**config.mk**
```make
export PLATFORM = sky130hd
export DESIGN_NAME = mcpu_top
export DESIGN_NICKNAME = d
export VERILOG_FILES = /design/src/common/mcpu_pkg.sv /design/src/hw/controller/mcpu_controller_fsm.sv /design/src/hw/controller/mcpu_controller_bypass.sv /design/src/hw/controller/mcpu_controller.sv /design/src/hw/mcpu_if_stage.sv /design/src/hw/mcpu_id_stage.sv /design/src/hw/mcpu_ex_stage.sv /design/src/hw/mcpu_top.sv
export VERILOG_INCLUDE_DIRS = /design/src /design/src/common
export SDC_FILE = /design/constraint.sdc
export NUM_CORES = 1
export LEC_CHECK = 0
export ABC_AREA = 1
export BUFFER_PORTS_ARGS = -buffer_cell sky130_fd_sc_hd__buf_2
export CAP_MARGIN = 0
export CORE_ASPECT_RATIO = 0.9
export CORE_UTILIZATION = 35
export DETAILED_ROUTE_END_ITERATION = 8
export PLACE_DENSITY = 0.56
export SETUP_SLACK_MARGIN = 0.15
export SLEW_MARGIN = 20
export SYNTH_ARGS = -nofsm -noshare
export SYNTH_HDL_FRONTEND = slang
export SYNTH_HIERARCHICAL = 1
export SYNTH_SLANG_ARGS = --single-unit
```
**constraint.sdc**
```tcl
create_clock -name clk -period 4.3 [get_ports clk]
set_input_delay 0.43 -clock clk [delete_from_list [all_inputs] [get_ports clk]]
set_output_delay 0.43 -clock clk [all_outputs]
set_load 0.005 [all_outputs]
```
**src/common/mcpu_settings.svh**
```systemverilog
// Core-wide widths and depths for the mcpu pipeline
// Shared by the package and by the datapath stages
`ifndef MCPU_SETTINGS_SVH
`define MCPU_SETTINGS_SVH

// Data word and instruction widths
`define MCPU_XLEN 16
`define MCPU_ILEN 16
// Register file entries, r0 reads as zero
`define MCPU_NREGS 8
// Internal data memory depth in words
`define MCPU_DMEM_DEPTH 16
// Program counter width, counted in instruction words
`define MCPU_PC_W 8
// Immediate and branch offset field
`define MCPU_IMM_W 6

`endif

```
**src/common/mcpu_pkg.sv**
```systemverilog
// Shared types of the mcpu core
// Word, register index, PC and instruction vectors, plus the
// opcode, forwarding select and controller state encodings
`default_nettype none

`include "mcpu_settings.svh"

package mcpu_pkg;

  // Plain vectors with a meaning
  typedef logic [`MCPU_XLEN-1:0]          word_t;
  typedef logic [$clog2(`MCPU_NREGS)-1:0] rf_addr_t;
  typedef logic [`MCPU_PC_W-1:0]          pc_t;
  typedef logic [`MCPU_ILEN-1:0]          instr_t;

  // Opcode field, instruction bits 15..12
  // Unlisted codes decode like NOP
  typedef enum logic [3:0] {
    ADD  = 4'h0,
    SUB  = 4'h1,
    AND  = 4'h2,
    OR   = 4'h3,
    ADDI = 4'h4,
    LD   = 4'h5,
    ST   = 4'h6,
    BEQ  = 4'h7,
    HALT = 4'h8,
    NOP  = 4'hF
  } opcode_e;

  // Operand source in ID
  typedef enum logic [1:0] {
    REGFILE = 2'b00,
    FW_EX   = 2'b01,
    FW_WB   = 2'b10
  } op_fw_mux_e;

  // Main controller states
  typedef enum logic [2:0] {
    RESET,
    BOOT,
    RUN,
    DRAIN,
    HALTED
  } ctrl_state_e;

endpackage

`default_nettype wire

```
**src/hw/controller/mcpu_controller_fsm.sv**
```systemverilog
// Main control FSM of the mcpu core
// Boot and fetch enable, branch redirect, load stall hold,
// HALT drain, per-stage halt and kill strobes, busy flag
`timescale 1ns/1ns
`default_nettype none

module mcpu_controller_fsm import mcpu_pkg::*; (
  input  logic clk,
  input  logic rst_i,
  input  logic fetch_enable_i,
  input  logic branch_taken_i,
  input  logic halt_ex_i,
  input  logic load_stall_i,
  output logic pc_set_o,
  output logic halt_if_o,
  output logic halt_id_o,
  output logic kill_id_o,
  output logic kill_ex_o,
  output logic ctrl_busy_o,
  output logic halted_o
);

  ctrl_state_e state_q;
  ctrl_state_e state_d;

  always_ff @(posedge clk) begin
    if (rst_i) begin
      state_q <= RESET;
    end else begin
      state_q <= state_d;
    end
  end

  ////////////////////////////////////////////////////////////
  // Next state and strobes
  ////////////////////////////////////////////////////////////
  always_comb begin
    state_d   = state_q;
    pc_set_o  = 1'b0;
    halt_if_o = 1'b0;
    halt_id_o = 1'b0;
    kill_id_o = 1'b0;
    kill_ex_o = 1'b0;

    case (state_q)
      // One cycle after reset release
      RESET: begin
        halt_if_o = 1'b1;
        halt_id_o = 1'b1;
        state_d   = BOOT;
      end
      // PC parked at 0 until enabled
      BOOT: begin
        halt_if_o = 1'b1;
        halt_id_o = 1'b1;
        if (fetch_enable_i) begin
          state_d = RUN;
        end
      end
      RUN: begin
        if (halt_ex_i) begin
          // Squash everything younger than HALT
          halt_if_o = 1'b1;
          kill_id_o = 1'b1;
          kill_ex_o = 1'b1;
          state_d   = DRAIN;
        end else if (branch_taken_i) begin
          // Redirect, drop the two wrong-path instructions
          pc_set_o  = 1'b1;
          kill_id_o = 1'b1;
          kill_ex_o = 1'b1;
        end else if (load_stall_i) begin
          // Hold IF and ID, bubble into EX
          halt_if_o = 1'b1;
          halt_id_o = 1'b1;
          kill_ex_o = 1'b1;
        end
      end
      // HALT sits in WB, nothing left to retire
      DRAIN: begin
        halt_if_o = 1'b1;
        halt_id_o = 1'b1;
        state_d   = HALTED;
      end
      // Stays here until reset
      HALTED: begin
        halt_if_o = 1'b1;
        halt_id_o = 1'b1;
      end
      default: begin
        state_d = RESET;
      end
    endcase
  end

  // Status
  assign ctrl_busy_o = (state_q == RUN) || (state_q == DRAIN);
  assign halted_o    = (state_q == HALTED);

endmodule

`default_nettype wire

```
**src/hw/controller/mcpu_controller_bypass.sv**
```systemverilog
// Hazard and bypass unit of the mcpu core
// Operand forwarding selects for ID, load-use stall detection
// and the write enable deassert for the stalled copy
`timescale 1ns/1ns
`default_nettype none

module mcpu_controller_bypass import mcpu_pkg::*; (
  input  rf_addr_t   rs1_id_i,
  input  rf_addr_t   rs2_id_i,
  input  logic       rs1_re_i,
  input  logic       rs2_re_i,
  input  rf_addr_t   rd_ex_i,
  input  logic       we_ex_i,
  input  logic       load_ex_i,
  input  rf_addr_t   rd_wb_i,
  input  logic       we_wb_i,
  input  logic       if_valid_i,
  output op_fw_mux_e fw_a_sel_o,
  output op_fw_mux_e fw_b_sel_o,
  output logic       load_stall_o,
  output logic       deassert_we_o
);

  // EX and WB write a real register
  logic ex_writes;
  logic wb_writes;
  // Address matches per source
  logic rs1_hit_ex;
  logic rs2_hit_ex;
  logic rs1_hit_wb;
  logic rs2_hit_wb;

  assign ex_writes = we_ex_i && (rd_ex_i != '0);
  assign wb_writes = we_wb_i && (rd_wb_i != '0);

  assign rs1_hit_ex = ex_writes && (rd_ex_i == rs1_id_i);
  assign rs2_hit_ex = ex_writes && (rd_ex_i == rs2_id_i);
  assign rs1_hit_wb = wb_writes && (rd_wb_i == rs1_id_i);
  assign rs2_hit_wb = wb_writes && (rd_wb_i == rs2_id_i);

  ////////////////////////////////////////////////////////////
  // Forwarding selects, youngest producer first
  ////////////////////////////////////////////////////////////
  // Load data is not ready in EX, that case stalls instead
  assign fw_a_sel_o = (rs1_hit_ex && !load_ex_i) ? FW_EX :
                      rs1_hit_wb                 ? FW_WB : REGFILE;
  assign fw_b_sel_o = (rs2_hit_ex && !load_ex_i) ? FW_EX :
                      rs2_hit_wb                 ? FW_WB : REGFILE;

  // Load-use hazard on a source that is actually read
  assign load_stall_o = if_valid_i && load_ex_i &&
                        ((rs1_re_i && rs1_hit_ex) || (rs2_re_i && rs2_hit_ex));

  // Stalled copy in ID must not write
  assign deassert_we_o = load_stall_o;

endmodule

`default_nettype wire

```
**src/hw/controller/mcpu_controller.sv**
```systemverilog
// Pipeline controller of the mcpu core
// Main FSM plus the hazard and bypass unit, the load stall
// of the bypass unit feeds the FSM halt and kill logic
`timescale 1ns/1ns
`default_nettype none

module mcpu_controller import mcpu_pkg::*; (
  input  logic       clk,
  input  logic       rst_i,

  input  logic       fetch_enable_i,   // Start fetching after boot
  input  logic       branch_taken_i,   // Taken BEQ in EX
  input  logic       halt_ex_i,        // HALT in EX

  // Sources of the instruction in ID
  input  rf_addr_t   rs1_id_i,
  input  rf_addr_t   rs2_id_i,
  input  logic       rs1_re_i,
  input  logic       rs2_re_i,
  input  logic       if_valid_i,

  // Destinations in EX and WB
  input  rf_addr_t   rd_ex_i,
  input  logic       we_ex_i,
  input  logic       load_ex_i,
  input  rf_addr_t   rd_wb_i,
  input  logic       we_wb_i,

  output logic       pc_set_o,
  output logic       halt_if_o,
  output logic       halt_id_o,
  output logic       kill_id_o,
  output logic       kill_ex_o,
  output op_fw_mux_e fw_a_sel_o,
  output op_fw_mux_e fw_b_sel_o,
  output logic       deassert_we_o,
  output logic       ctrl_busy_o,
  output logic       halted_o
);

  // Link from hazard unit to FSM
  logic load_stall;

  mcpu_controller_fsm i_controller_fsm (
    .clk            ( clk            ),
    .rst_i          ( rst_i          ),
    .fetch_enable_i ( fetch_enable_i ),
    .branch_taken_i ( branch_taken_i ),
    .halt_ex_i      ( halt_ex_i      ),
    .load_stall_i   ( load_stall     ),
    .pc_set_o       ( pc_set_o       ),
    .halt_if_o      ( halt_if_o      ),
    .halt_id_o      ( halt_id_o      ),
    .kill_id_o      ( kill_id_o      ),
    .kill_ex_o      ( kill_ex_o      ),
    .ctrl_busy_o    ( ctrl_busy_o    ),
    .halted_o       ( halted_o       )
  );

  mcpu_controller_bypass i_controller_bypass (
    .rs1_id_i       ( rs1_id_i       ),
    .rs2_id_i       ( rs2_id_i       ),
    .rs1_re_i       ( rs1_re_i       ),
    .rs2_re_i       ( rs2_re_i       ),
    .rd_ex_i        ( rd_ex_i        ),
    .we_ex_i        ( we_ex_i        ),
    .load_ex_i      ( load_ex_i      ),
    .rd_wb_i        ( rd_wb_i        ),
    .we_wb_i        ( we_wb_i        ),
    .if_valid_i     ( if_valid_i     ),
    .fw_a_sel_o     ( fw_a_sel_o     ),
    .fw_b_sel_o     ( fw_b_sel_o     ),
    .load_stall_o   ( load_stall     ),
    .deassert_we_o  ( deassert_we_o  )
  );

endmodule

`default_nettype wire

```
**src/hw/mcpu_if_stage.sv**
```systemverilog
// Instruction fetch stage of the mcpu core
// PC with next-PC select and the IF/ID pipeline register
`timescale 1ns/1ns
`default_nettype none

module mcpu_if_stage import mcpu_pkg::*; (
  input  logic   clk,
  input  logic   rst_i,
  input  logic   halt_if_i,
  input  logic   kill_id_i,
  input  logic   pc_set_i,
  input  pc_t    branch_target_i,
  input  instr_t instr_rdata_i,
  output pc_t    instr_addr_o,
  output instr_t if_instr_o,
  output pc_t    if_pc_o,
  output logic   if_valid_o
);

  pc_t pc_q;

  // Combinational instruction port
  assign instr_addr_o = pc_q;

  // Next PC: redirect, hold or increment
  always_ff @(posedge clk) begin
    if (rst_i) begin
      pc_q <= '0;
    end else if (pc_set_i) begin
      pc_q <= branch_target_i;
    end else if (!halt_if_i) begin
      pc_q <= pc_q + pc_t'(1);
    end
  end

  // IF/ID valid, kill wins over hold
  always_ff @(posedge clk) begin
    if (rst_i) begin
      if_valid_o <= 1'b0;
    end else if (kill_id_i) begin
      if_valid_o <= 1'b0;
    end else if (!halt_if_i) begin
      if_valid_o <= 1'b1;
    end
  end

  // IF/ID payload
  always_ff @(posedge clk) begin
    if (!halt_if_i) begin
      if_instr_o <= instr_rdata_i;
      if_pc_o    <= pc_q;
    end
  end

endmodule

`default_nettype wire

```
**src/hw/mcpu_id_stage.sv**
```systemverilog
// Instruction decode stage of the mcpu core
// Decoder, register file with the writeback port, operand
// forwarding muxes and the ID/EX pipeline register
`timescale 1ns/1ns
`default_nettype none

`include "mcpu_settings.svh"

module mcpu_id_stage import mcpu_pkg::*; (
  input  logic       clk,
  input  logic       rst_i,
  input  instr_t     if_instr_i,
  input  pc_t        if_pc_i,
  input  logic       if_valid_i,
  input  logic       halt_id_i,
  input  logic       kill_ex_i,
  input  logic       deassert_we_i,
  input  op_fw_mux_e fw_a_sel_i,
  input  op_fw_mux_e fw_b_sel_i,
  input  word_t      ex_result_i,
  input  logic       wb_we_i,
  input  rf_addr_t   wb_waddr_i,
  input  word_t      wb_wdata_i,
  // To the hazard unit
  output rf_addr_t   rs1_o,
  output rf_addr_t   rs2_o,
  output logic       rs1_re_o,
  output logic       rs2_re_o,
  // ID/EX register
  output opcode_e    ex_op_o,
  output word_t      ex_opa_o,
  output word_t      ex_opb_o,
  output word_t      ex_imm_o,
  output rf_addr_t   ex_rd_o,
  output logic       ex_we_o,
  output pc_t        ex_pc_o,
  output logic       ex_valid_o
);

  opcode_e  dec_op;
  rf_addr_t dec_rd;
  word_t    dec_imm;
  logic     dec_we;
  logic     issue;
  word_t    rf_q [`MCPU_NREGS];
  word_t    rs1_rdata;
  word_t    rs2_rdata;

  // Operand source select
  function automatic word_t fw_mux(op_fw_mux_e sel, word_t rf, word_t ex, word_t wb);
    case (sel)
      FW_EX:   return ex;
      FW_WB:   return wb;
      default: return rf;
    endcase
  endfunction

  ////////////////////////////////////////////////////////////
  // Decoder
  ////////////////////////////////////////////////////////////
  assign dec_op  = opcode_e'(if_instr_i[15:12]);
  assign dec_rd  = if_instr_i[11:9];
  assign rs1_o   = if_instr_i[8:6];
  // Sign-extended 6-bit immediate or offset
  assign dec_imm = {{(`MCPU_XLEN-`MCPU_IMM_W){if_instr_i[`MCPU_IMM_W-1]}},
                    if_instr_i[`MCPU_IMM_W-1:0]};

  always_comb begin
    dec_we   = 1'b0;
    rs1_re_o = 1'b0;
    rs2_re_o = 1'b0;
    rs2_o    = if_instr_i[5:3];
    case (dec_op)
      ADD, SUB, AND, OR: begin
        dec_we   = 1'b1;
        rs1_re_o = 1'b1;
        rs2_re_o = 1'b1;
      end
      ADDI, LD: begin
        dec_we   = 1'b1;
        rs1_re_o = 1'b1;
      end
      // Second source sits in the rd field
      ST, BEQ: begin
        rs1_re_o = 1'b1;
        rs2_re_o = 1'b1;
        rs2_o    = dec_rd;
      end
      default: begin
      end
    endcase
  end

  // Register file, written from EX/WB at the edge
  always_ff @(posedge clk) begin
    if (wb_we_i && (wb_waddr_i != '0)) begin
      rf_q[wb_waddr_i] <= wb_wdata_i;
    end
  end

  // r0 reads as zero
  assign rs1_rdata = (rs1_o == '0) ? '0 : rf_q[rs1_o];
  assign rs2_rdata = (rs2_o == '0) ? '0 : rf_q[rs2_o];

  ////////////////////////////////////////////////////////////
  // ID/EX register
  ////////////////////////////////////////////////////////////
  // Hold or kill turns into a bubble
  assign issue = if_valid_i && !kill_ex_i && !halt_id_i;

  always_ff @(posedge clk) begin
    if (rst_i) begin
      ex_valid_o <= 1'b0;
      ex_we_o    <= 1'b0;
    end else begin
      ex_valid_o <= issue;
      ex_we_o    <= issue && dec_we && !deassert_we_i;
    end
  end

  always_ff @(posedge clk) begin
    ex_op_o  <= dec_op;
    ex_opa_o <= fw_mux(fw_a_sel_i, rs1_rdata, ex_result_i, wb_wdata_i);
    ex_opb_o <= fw_mux(fw_b_sel_i, rs2_rdata, ex_result_i, wb_wdata_i);
    ex_imm_o <= dec_imm;
    ex_rd_o  <= dec_rd;
    ex_pc_o  <= if_pc_i;
  end

endmodule

`default_nettype wire

```
**src/hw/mcpu_ex_stage.sv**
```systemverilog
// Execute stage of the mcpu core
// ALU, BEQ compare and target, internal data memory and
// the EX/WB register that drives the writeback port
`timescale 1ns/1ns
`default_nettype none

`include "mcpu_settings.svh"

module mcpu_ex_stage import mcpu_pkg::*; (
  input  logic     clk,
  input  logic     rst_i,
  input  opcode_e  ex_op_i,
  input  word_t    ex_opa_i,
  input  word_t    ex_opb_i,
  input  word_t    ex_imm_i,
  input  rf_addr_t ex_rd_i,
  input  logic     ex_we_i,
  input  pc_t      ex_pc_i,
  input  logic     ex_valid_i,
  output word_t    ex_result_o,
  output logic     branch_taken_o,
  output pc_t      branch_target_o,
  output logic     halt_ex_o,
  output rf_addr_t rd_ex_o,
  output logic     we_ex_o,
  output logic     load_ex_o,
  output logic     wb_we_o,
  output rf_addr_t wb_waddr_o,
  output word_t    wb_wdata_o
);

  localparam int DMEM_AW = $clog2(`MCPU_DMEM_DEPTH);

  word_t              dmem_q [`MCPU_DMEM_DEPTH];
  word_t              alu_result;
  logic [DMEM_AW-1:0] dmem_addr;
  logic               is_store;

  // ALU, immediate add doubles as LD/ST address
  always_comb begin
    case (ex_op_i)
      ADD:     alu_result = ex_opa_i + ex_opb_i;
      SUB:     alu_result = ex_opa_i - ex_opb_i;
      AND:     alu_result = ex_opa_i & ex_opb_i;
      OR:      alu_result = ex_opa_i | ex_opb_i;
      default: alu_result = ex_opa_i + ex_imm_i;
    endcase
  end

  assign ex_result_o = alu_result;

  // BEQ, target relative to the branch PC plus one
  assign branch_taken_o  = ex_valid_i && (ex_op_i == BEQ) && (ex_opa_i == ex_opb_i);
  assign branch_target_o = ex_pc_i + pc_t'(1) + ex_imm_i[`MCPU_PC_W-1:0];
  assign halt_ex_o       = ex_valid_i && (ex_op_i == HALT);

  // Destination info for the hazard unit
  assign rd_ex_o   = ex_rd_i;
  assign we_ex_o   = ex_we_i;
  assign load_ex_o = ex_valid_i && (ex_op_i == LD);
  assign is_store  = ex_valid_i && (ex_op_i == ST);

  ////////////////////////////////////////////////////////////
  // Data memory, combinational read and edge write
  ////////////////////////////////////////////////////////////
  assign dmem_addr = alu_result[DMEM_AW-1:0];

  always_ff @(posedge clk) begin
    if (is_store) begin
      dmem_q[dmem_addr] <= ex_opb_i;
    end
  end

  // EX/WB register
  always_ff @(posedge clk) begin
    if (rst_i) begin
      wb_we_o <= 1'b0;
    end else begin
      wb_we_o <= ex_we_i;
    end
  end

  always_ff @(posedge clk) begin
    wb_waddr_o <= ex_rd_i;
    wb_wdata_o <= load_ex_o ? dmem_q[dmem_addr] : alu_result;
  end

endmodule

`default_nettype wire

```
**src/hw/mcpu_top.sv**
```systemverilog
// Top level of the mcpu four-stage pipeline
// Connects fetch, decode, execute and the pipeline controller
`timescale 1ns/1ns
`default_nettype none

module mcpu_top import mcpu_pkg::*; (
  input  logic     clk,
  input  logic     rst_i,
  input  logic     fetch_enable_i,
  output pc_t      instr_addr_o,
  input  instr_t   instr_rdata_i,
  output logic     wb_we_o,
  output rf_addr_t wb_waddr_o,
  output word_t    wb_wdata_o,
  output logic     ctrl_busy_o,
  output logic     halted_o
);

  // Controller strobes
  logic       pc_set;
  logic       halt_if;
  logic       halt_id;
  logic       kill_id;
  logic       kill_ex;
  logic       deassert_we;
  op_fw_mux_e fw_a_sel;
  op_fw_mux_e fw_b_sel;
  // IF/ID
  instr_t     if_instr;
  pc_t        if_pc;
  logic       if_valid;
  // ID to hazard unit
  rf_addr_t   rs1_id;
  rf_addr_t   rs2_id;
  logic       rs1_re;
  logic       rs2_re;
  // ID/EX
  opcode_e    ex_op;
  word_t      ex_opa;
  word_t      ex_opb;
  word_t      ex_imm;
  rf_addr_t   ex_rd;
  logic       ex_we;
  pc_t        ex_pc;
  logic       ex_valid;
  // EX results
  word_t      ex_result;
  logic       branch_taken;
  pc_t        branch_target;
  logic       halt_ex;
  rf_addr_t   rd_ex;
  logic       we_ex;
  logic       load_ex;

  mcpu_if_stage i_if_stage (
    .clk             ( clk           ),
    .rst_i           ( rst_i         ),
    .halt_if_i       ( halt_if       ),
    .kill_id_i       ( kill_id       ),
    .pc_set_i        ( pc_set        ),
    .branch_target_i ( branch_target ),
    .instr_rdata_i   ( instr_rdata_i ),
    .instr_addr_o    ( instr_addr_o  ),
    .if_instr_o      ( if_instr      ),
    .if_pc_o         ( if_pc         ),
    .if_valid_o      ( if_valid      )
  );

  mcpu_id_stage i_id_stage (
    .clk           ( clk         ),
    .rst_i         ( rst_i       ),
    .if_instr_i    ( if_instr    ),
    .if_pc_i       ( if_pc       ),
    .if_valid_i    ( if_valid    ),
    .halt_id_i     ( halt_id     ),
    .kill_ex_i     ( kill_ex     ),
    .deassert_we_i ( deassert_we ),
    .fw_a_sel_i    ( fw_a_sel    ),
    .fw_b_sel_i    ( fw_b_sel    ),
    .ex_result_i   ( ex_result   ),
    .wb_we_i       ( wb_we_o     ),
    .wb_waddr_i    ( wb_waddr_o  ),
    .wb_wdata_i    ( wb_wdata_o  ),
    .rs1_o         ( rs1_id      ),
    .rs2_o         ( rs2_id      ),
    .rs1_re_o      ( rs1_re      ),
    .rs2_re_o      ( rs2_re      ),
    .ex_op_o       ( ex_op       ),
    .ex_opa_o      ( ex_opa      ),
    .ex_opb_o      ( ex_opb      ),
    .ex_imm_o      ( ex_imm      ),
    .ex_rd_o       ( ex_rd       ),
    .ex_we_o       ( ex_we       ),
    .ex_pc_o       ( ex_pc       ),
    .ex_valid_o    ( ex_valid    )
  );

  mcpu_ex_stage i_ex_stage (
    .clk             ( clk           ),
    .rst_i           ( rst_i         ),
    .ex_op_i         ( ex_op         ),
    .ex_opa_i        ( ex_opa        ),
    .ex_opb_i        ( ex_opb        ),
    .ex_imm_i        ( ex_imm        ),
    .ex_rd_i         ( ex_rd         ),
    .ex_we_i         ( ex_we         ),
    .ex_pc_i         ( ex_pc         ),
    .ex_valid_i      ( ex_valid      ),
    .ex_result_o     ( ex_result     ),
    .branch_taken_o  ( branch_taken  ),
    .branch_target_o ( branch_target ),
    .halt_ex_o       ( halt_ex       ),
    .rd_ex_o         ( rd_ex         ),
    .we_ex_o         ( we_ex         ),
    .load_ex_o       ( load_ex       ),
    .wb_we_o         ( wb_we_o       ),
    .wb_waddr_o      ( wb_waddr_o    ),
    .wb_wdata_o      ( wb_wdata_o    )
  );

  mcpu_controller i_controller (
    .clk            ( clk            ),
    .rst_i          ( rst_i          ),
    .fetch_enable_i ( fetch_enable_i ),
    .branch_taken_i ( branch_taken   ),
    .halt_ex_i      ( halt_ex        ),
    .rs1_id_i       ( rs1_id         ),
    .rs2_id_i       ( rs2_id         ),
    .rs1_re_i       ( rs1_re         ),
    .rs2_re_i       ( rs2_re         ),
    .if_valid_i     ( if_valid       ),
    .rd_ex_i        ( rd_ex          ),
    .we_ex_i        ( we_ex          ),
    .load_ex_i      ( load_ex        ),
    .rd_wb_i        ( wb_waddr_o     ),
    .we_wb_i        ( wb_we_o        ),
    .pc_set_o       ( pc_set         ),
    .halt_if_o      ( halt_if        ),
    .halt_id_o      ( halt_id        ),
    .kill_id_o      ( kill_id        ),
    .kill_ex_o      ( kill_ex        ),
    .fw_a_sel_o     ( fw_a_sel       ),
    .fw_b_sel_o     ( fw_b_sel       ),
    .deassert_we_o  ( deassert_we    ),
    .ctrl_busy_o    ( ctrl_busy_o    ),
    .halted_o       ( halted_o       )
  );

endmodule

`default_nettype wire

```
# After elaboration in Yosys (flattened, before gate mapping)
# Memory sizes are Yosys's and may differ from the RTL's. A register that Yosys moved wholly into a read port is not among the register bits.
# Index checks and enable logic that the tools add are counted.
dict set report totals {
  n_memories 2
  reg_bits 111
  in_bits 19
  elab_cells 136
  output_inout_bits 30
  ram_bits 384
}
# memory words word_bits read_ports rd_clocked_by_memory_dff write_ports line
set mem_list {}
lappend mem_list {i_ex_stage.dmem_q 16 16 1 0 1 mcpu_ex_stage.sv:34} ;# word_t dmem_q [`MCPU_DMEM_DEPTH];
lappend mem_list {i_id_stage.rf_q 8 16 2 1 1 mcpu_id_stage.sv:45} ;# word_t rf_q [`MCPU_NREGS];
dict set report op_classes {
  n_eq_ne 30
  mux 38
  n_reduce_logical 41
  n_bitwise 3
  addsub 6
}
# op count
set op_table {}
lappend op_table {{case mux 16 bit (2 select lines)} 2}
lappend op_table {{case mux 16 bit (4 select lines)} 1}
lappend op_table {{two-way mux 16 bit} 3}
lappend op_table {{adder 16 bit} 2}
lappend op_table {{equality test 4 x 3 -> 1 bit (second input constant)} 7}
lappend op_table {{logical AND 1 bit} 21}
lappend op_table {{two-way mux 1 bit} 19}
lappend op_table {{adder 8 x 1 -> 8 bit (second input constant)} 2}
lappend op_table {{AND 16 bit} 1}
lappend op_table {{equality test 16 bit} 1}
lappend op_table {{equality test 4 x 2 -> 1 bit (second input constant)} 4}
lappend op_table {{two-way mux 8 bit} 2}
lappend op_table {{bitwise OR 16 bit} 1}
lappend op_table {{subtractor 16 bit} 1}
lappend op_table {{case mux 3 bit (5 select lines)} 1}
lappend op_table {{equality test 3 bit} 4}
lappend op_table {{two-way mux 3 bit} 4}
lappend op_table {{OR reduction 6 bit} 2}
lappend op_table {{zero test 3 bit} 3}
lappend op_table {{adder 8 bit} 1}
lappend op_table {{equality test 4 x 1 -> 1 bit (second input constant)} 2}
lappend op_table {{zero test 4 bit} 2}
lappend op_table {{two-way mux 2 bit} 4}
lappend op_table {{OR reduction 8 bit} 1}
lappend op_table {{16 further kinds} 27}

# Longest topological paths before layout
dict set report depth {
  word_depth 17
  depth_mapped 21
  ltp_nobuf 20
}

# By module
# The synthesis kept the hierarchy.
# mod n_inst area_each_um2 cells_each seq_area_each_um2
set modules_own_cells {}
lappend modules_own_cells {mcpu_ex_stage 1 14468.9 1621 8087.8}
lappend modules_own_cells {mcpu_id_stage 1 7792.5 870 4464.3}
lappend modules_own_cells {mcpu_if_stage 1 1261.2 108 900.9}
lappend modules_own_cells {mcpu_controller_bypass 1 250.2 47 0.0}
lappend modules_own_cells {mcpu_controller_fsm 1 206.4 34 60.1}

# Worst setup path before layout
# No wires, ideal clock.
dict set report synth_path {
  path_type {flip-flop to flip-flop}
  start {register i_id_stage.ex_op_o[1]}
  end {memory i_ex_stage/dmem_q[0][0] (netlist bit), enable pin}
  slack_ps 647
  required_time_ps 3912
  period_less_slack_ps 3653
  path_stages_with_launch 14
  arrival_ps 3264
  cell_sequence {dfxtp_1 > nor2_2 > nand2_1 > clkbuf_1 > nand2_1 > o21ai_0 > ha_1 > fa_1 > or2_2 > nand2_1 > buf_2 > buf_2 > nand3_1 > nor2_1}
}
dict set report synth_via {
  elab_chain_cells 4
  word_cells_on_any_way 9
  cone_classes {eq/ne: 4; mux: 3; reduce/logical: 2}
}
# element line
set synth_lines {}
lappend synth_lines {{start: declaration} mcpu_id_stage.sv:30} ;# output opcode_e ex_op_o,
lappend synth_lines {{start signal: assignment} mcpu_id_stage.sv:122} ;# ex_op_o <= dec_op;
lappend synth_lines {{equality test 4 x 3 -> 1 bit} mcpu_ex_stage.sv:61} ;# assign is_store = ex_valid_i && (ex_op_i == ST);
lappend synth_lines {{logical AND 1 bit} mcpu_ex_stage.sv:61}
lappend synth_lines {{two-way mux 1 bit} mcpu_ex_stage.sv:69} ;# if (is_store) begin
lappend synth_lines {{two-way mux 1 bit (not written as such)} mcpu_ex_stage.sv:70} ;# dmem_q[dmem_addr] <= ex_opb_i;
lappend synth_lines {{end: declaration} mcpu_ex_stage.sv:34}
# Several ways; a longest one is shown, not always the timed one.

# Worst setup path in the final report
dict set report layout_path {
  start {register i_id_stage.ex_op_o[1]}
  end {memory i_ex_stage/dmem_q[11][12] (netlist bit), enable pin}
}
dict set report layout_via {
  word_cells_on_any_way 9
  cone_classes {eq/ne: 4; mux: 3; reduce/logical: 2}
}
# element line
set layout_rtl {}
lappend layout_rtl {{equality test 4 x 2 -> 1 bit (tied with other cells)} mcpu_ex_stage.sv:41} ;# case (ex_op_i)
lappend layout_rtl {{case mux 16 bit (4 select lines) (*)} mcpu_ex_stage.sv:41}
lappend layout_rtl {{net ex_result[1]} mcpu_top.sv:47} ;# word_t ex_result;
# The timed path passes the listed nets; every way through them passes the cells marked *.

==> out/results.md <==
Routing
- 1965 — DRT iter0 DRCs
- 6 — number of optimization iterations in the first detailed-route pass
- 70820 µm — Post-Route WL
- 0 — Detail Route Antenna Nets
- 19.37 µm — final routed wire length divided by cell count
- 18920 — via count
- 0 — final routed DRC violation total
- 5.174 — vias per cell

Pwr
- 653.5 mW/mm² — power density over cell area
- 35.9% — Reg power frac
- 0.3954 mV — worst voltage drop across the vdd grid
- 0.01766 W — final total power
- 0.01021 W — Internal Power
- 24.5% — share of power burned in the clock network
- 39.6% — combinational share of power
- 0.007443 W — Sw Pwr
- 11.46 nW — leakage power
- 42.16% — switch share

Clock tree
- 12 — hold_buf cts
- 0 — Gates resized, CTS repair
- 53 — clock buffers created by TritonCTS
- done — TritonCTS clock tree
- 0.62 ns — clock latency reported for the late side of the worst-skew pair
- sky130_fd_sc_hd__clkbuf_16 — root cell of the clock tree
- 0 — post-CTS setup buffer count
- 3 — maximum buffer depth of the clock tree
- 479 — number of clock sinks
- 0.06 ns — Clk pin slew, worst setup/hold paths
- 2 — CTS H-Tree Depth

Worst hold path
- instr_rdata_i[1] — startpoint of the tightest hold check path
- primary input to register — Hold Crit Class

Synth
- sky130_fd_sc_hd__edfxtp_1 (49%), sky130_fd_sc_hd__nand2_1 (13%), sky130_fd_sc_hd__nand3_1 (7.7%), sky130_fd_sc_hd__dfxtp_1 (7.3%), sky130_fd_sc_hd__inv_1 (4.1%) — largest cells by area after synthesis
- 0% — share of flip-flops with an asynchronous set or reset
- 479 — flip-flop and latch count after synthesis
- 0.02398 mm² — cell area after technology mapping
- sky130_fd_sc_hd__nand2_1 — most frequent cell after synthesis
- 49.09% — fraction of post-synthesis cell area in the top cell type by area
- 8.947 µm² — syn_area_per_cell
- sky130_fd_sc_hd__nand2_1 (833), sky130_fd_sc_hd__edfxtp_1 (392), sky130_fd_sc_hd__nand3_1 (371) — top cell types by occurrence after synthesis
- 392 — Post-synth EDFFs
- 49 — post-synthesis cell type count
- sky130_fd_sc_hd__edfxtp_1 — Primary FF master, synth
- 56.35% — post-synthesis sequential area ratio
- 2680 — cells after synthesis
- 2777 — net count after synthesis
- 6 — synth warn
- sky130_fd_sc_hd__edfxtp_1 — most area-hungry cell type in the Yosys netlist

Floorplan
- 0.06734 mm² — area of the core
- 277.9 µm — width of the die
- 0.06956 mm² — area of the die
- 250.3 µm — chip height
- 49 — I/O pin count
- 35.61% — Initial Util
- 90 — placement row count

STA
- 0 — Final Hold Viols
- 0 ns — aggregate negative setup slack
- 0.03927 ns — maximum clock skew at final layout
- 3.765 ns — final critical delay including setup and external delays
- no — setup repair after global routing missed its margin
- 41.77% — Max-Slew Margin vs Limit
- 0.02878 ns — worst hold-check slack
- 0.8726 ns — slew at the pin with the worst max-slew slack
- 0 — final setup violating endpoints
- 0 — pins over their slew limit
- 0.2656 GHz — Max Clk Rate
- 0.5352 ns — worst path setup slack after routing
- 87.55% — Tcrit/Tclk final

Critical path
- i_id_stage/ex_op_o[1]$_DFF_P_ — source of the worst register-to-register timing path
- simple AND/OR/NAND/NOR gates — critical path's top delay family
- i_id_stage/ex_op_o[1]$_DFF_P_ — CP startpoint
- register — CP startpoint kind
- register to register — type of the setup path with the least slack
- register — endpoint type of the worst setup path
- 0.54 ns — slack of the worst reg-to-reg path
- 3 — crit path buf inv count
- 4.05 ns — Crit path arrival time
- sky130_fd_sc_hd__fa_1 — Max stage delay cell, worst path
- nor2_2 > nand2_1 > nand2_1 > o21ai_0 > ha_1 > fa_1 > or2_2 > nand2_2 > inv_2 > buf_4 > nand3_1 > nor2_1 > buf_4 — critical path cell sequence
- 4.58 ns — endpoint required time on the critical path
- 26 — Crit Path Max Fanout
- 0.50 ns — Critical Path Max Stage Delay

Global route
- 108100 µm — wire length of the first global-routing pass
- 18100 — number of global-route vias before repair
- 91 — pin count of the biggest net entering global routing
- 1 — initial antenna violation count
- 20.08% — global router's overall resource usage
- 0 — global-route congestion overflow total

Placed design
- 0.9209 — routability congestion estimate
- 0.5971 ns — post-placement worst setup slack
- 48 — IO buf count
- 47170 µm — HPWL reported at the end of detailed placement

Finish
- 2835 — # nets final
- 0.008685 mm² — area of the multi-input gates
- 9.781% — share of post-route cells with drive strength above 1
- 0.01351 mm² — Reg area
- 40.12% — post-layout utilization of the core
- 6654 — Filler Cells Inserted
- 12.68% — area added between synthesis and finish

Run
- 0 — Max Cap Viol

Run status
- completed — outcome

[registers in the layout, indices dropped and copies added (netlist names), 4 cells and up]
register	cells
i_id_stage/ex_opa_o	16
i_id_stage/ex_opb_o	16
i_if_stage/if_instr_o	16
i_id_stage/ex_imm_o	6
i_if_stage/instr_addr_o	8
i_id_stage/rf_q	112
i_id_stage/ex_op_o	4
i_id_stage/ex_pc_o	8
i_ex_stage/dmem_q	256
i_ex_stage/wb_wdata_o	16
i_if_stage/if_pc_o	8
[routing by layer]
layer	GRT usage, %	share of wire, %	vias to the layer above
li1	-	-	9015
met1	28.44	45	9082
met2	31.51	45	698
met3	3.283	7.3	121
met4	5.951	2.4	0
met5	0	0	-
[cells by family after synthesis]
family                   count (synthesis)  share of synthesized area, %
flip-flops                             479                         56.35
adder cells (fa/ha/maj)                 78                         4.164
AO/OA/AOI/OAI                          283                         6.449
buffers and inverters                  431                         7.514
AND/OR/NAND/NOR                       1388                         24.75
XOR/XNOR                                21                        0.7670
[power groups by stage]
stage / combinational (W) / clock (W) / sequential (W)
after CTS: 0.00694 / 0.00440 / 0.00633
after global routing: 0.00772 / 0.00457 / 0.00638
after floorplan: 0.00446 / 0 / 0.00631
after global placement: 0.00687 / 0 / 0.00643
final: 0.00700 / 0.00433 / 0.00633
after detailed placement: 0.00690 / 0 / 0.00643
[cell usage in the layout (no fill, tap or decap), drive strengths merged, types with 8 or more instances in the layout]
cell         Yosys  final
ha              75     75
o22ai           31     31
nor3             9      9
dlygate4sd3      0     12
o21ai          130    130
nand3          374    374
clkbuf          50     65
a21oi           95     95
nand2          837    837
dfxtp           87     87
xor2            11     11
or2              8      8
buf             86    127
nor2           118    118
xnor2           10     10
a21o             8      8
nand3b          23     23
edfxtp         392    392
clkinv           4     28
nand4           13     13
inv            291    294
[final timing paths]
check / to / depth (start not counted)
worst max register to register: i_ex_stage/dmem_q[11][12]$_DFFE_PP_ / 13
worst max-delay path: i_ex_stage/dmem_q[11][12]$_DFFE_PP_ / 13
worst min register to register: i_id_stage/ex_pc_o[6]$_DFF_P_ / 0
worst min-delay path: i_if_stage/if_instr_o[1]$_DFFE_PN_ / 1
[final cells by class]
cell class | instances | area share, %
Sequential cell | 479 | 50.01
Multi-Input combinational cell | 1770 | 32.14
Clock buffer | 65 | 5.270
Inverter | 295 | 4.103
Tap cell | 874 | 4.047
Timing Repair Buffer | 139 | 3.575
Clock inverter | 33 | 0.8428
Antenna cell | 1 | 0.009261
[per-stage QoR]
step                      cells  area (µm²)
final                      3656       27020
after CTS                  3655       27020
after global routing       3655       27020
after detailed placement   3545       25250
after floorplan            2680       23980
after global placement     3545       25250
(Power assumes the default switching activity.)
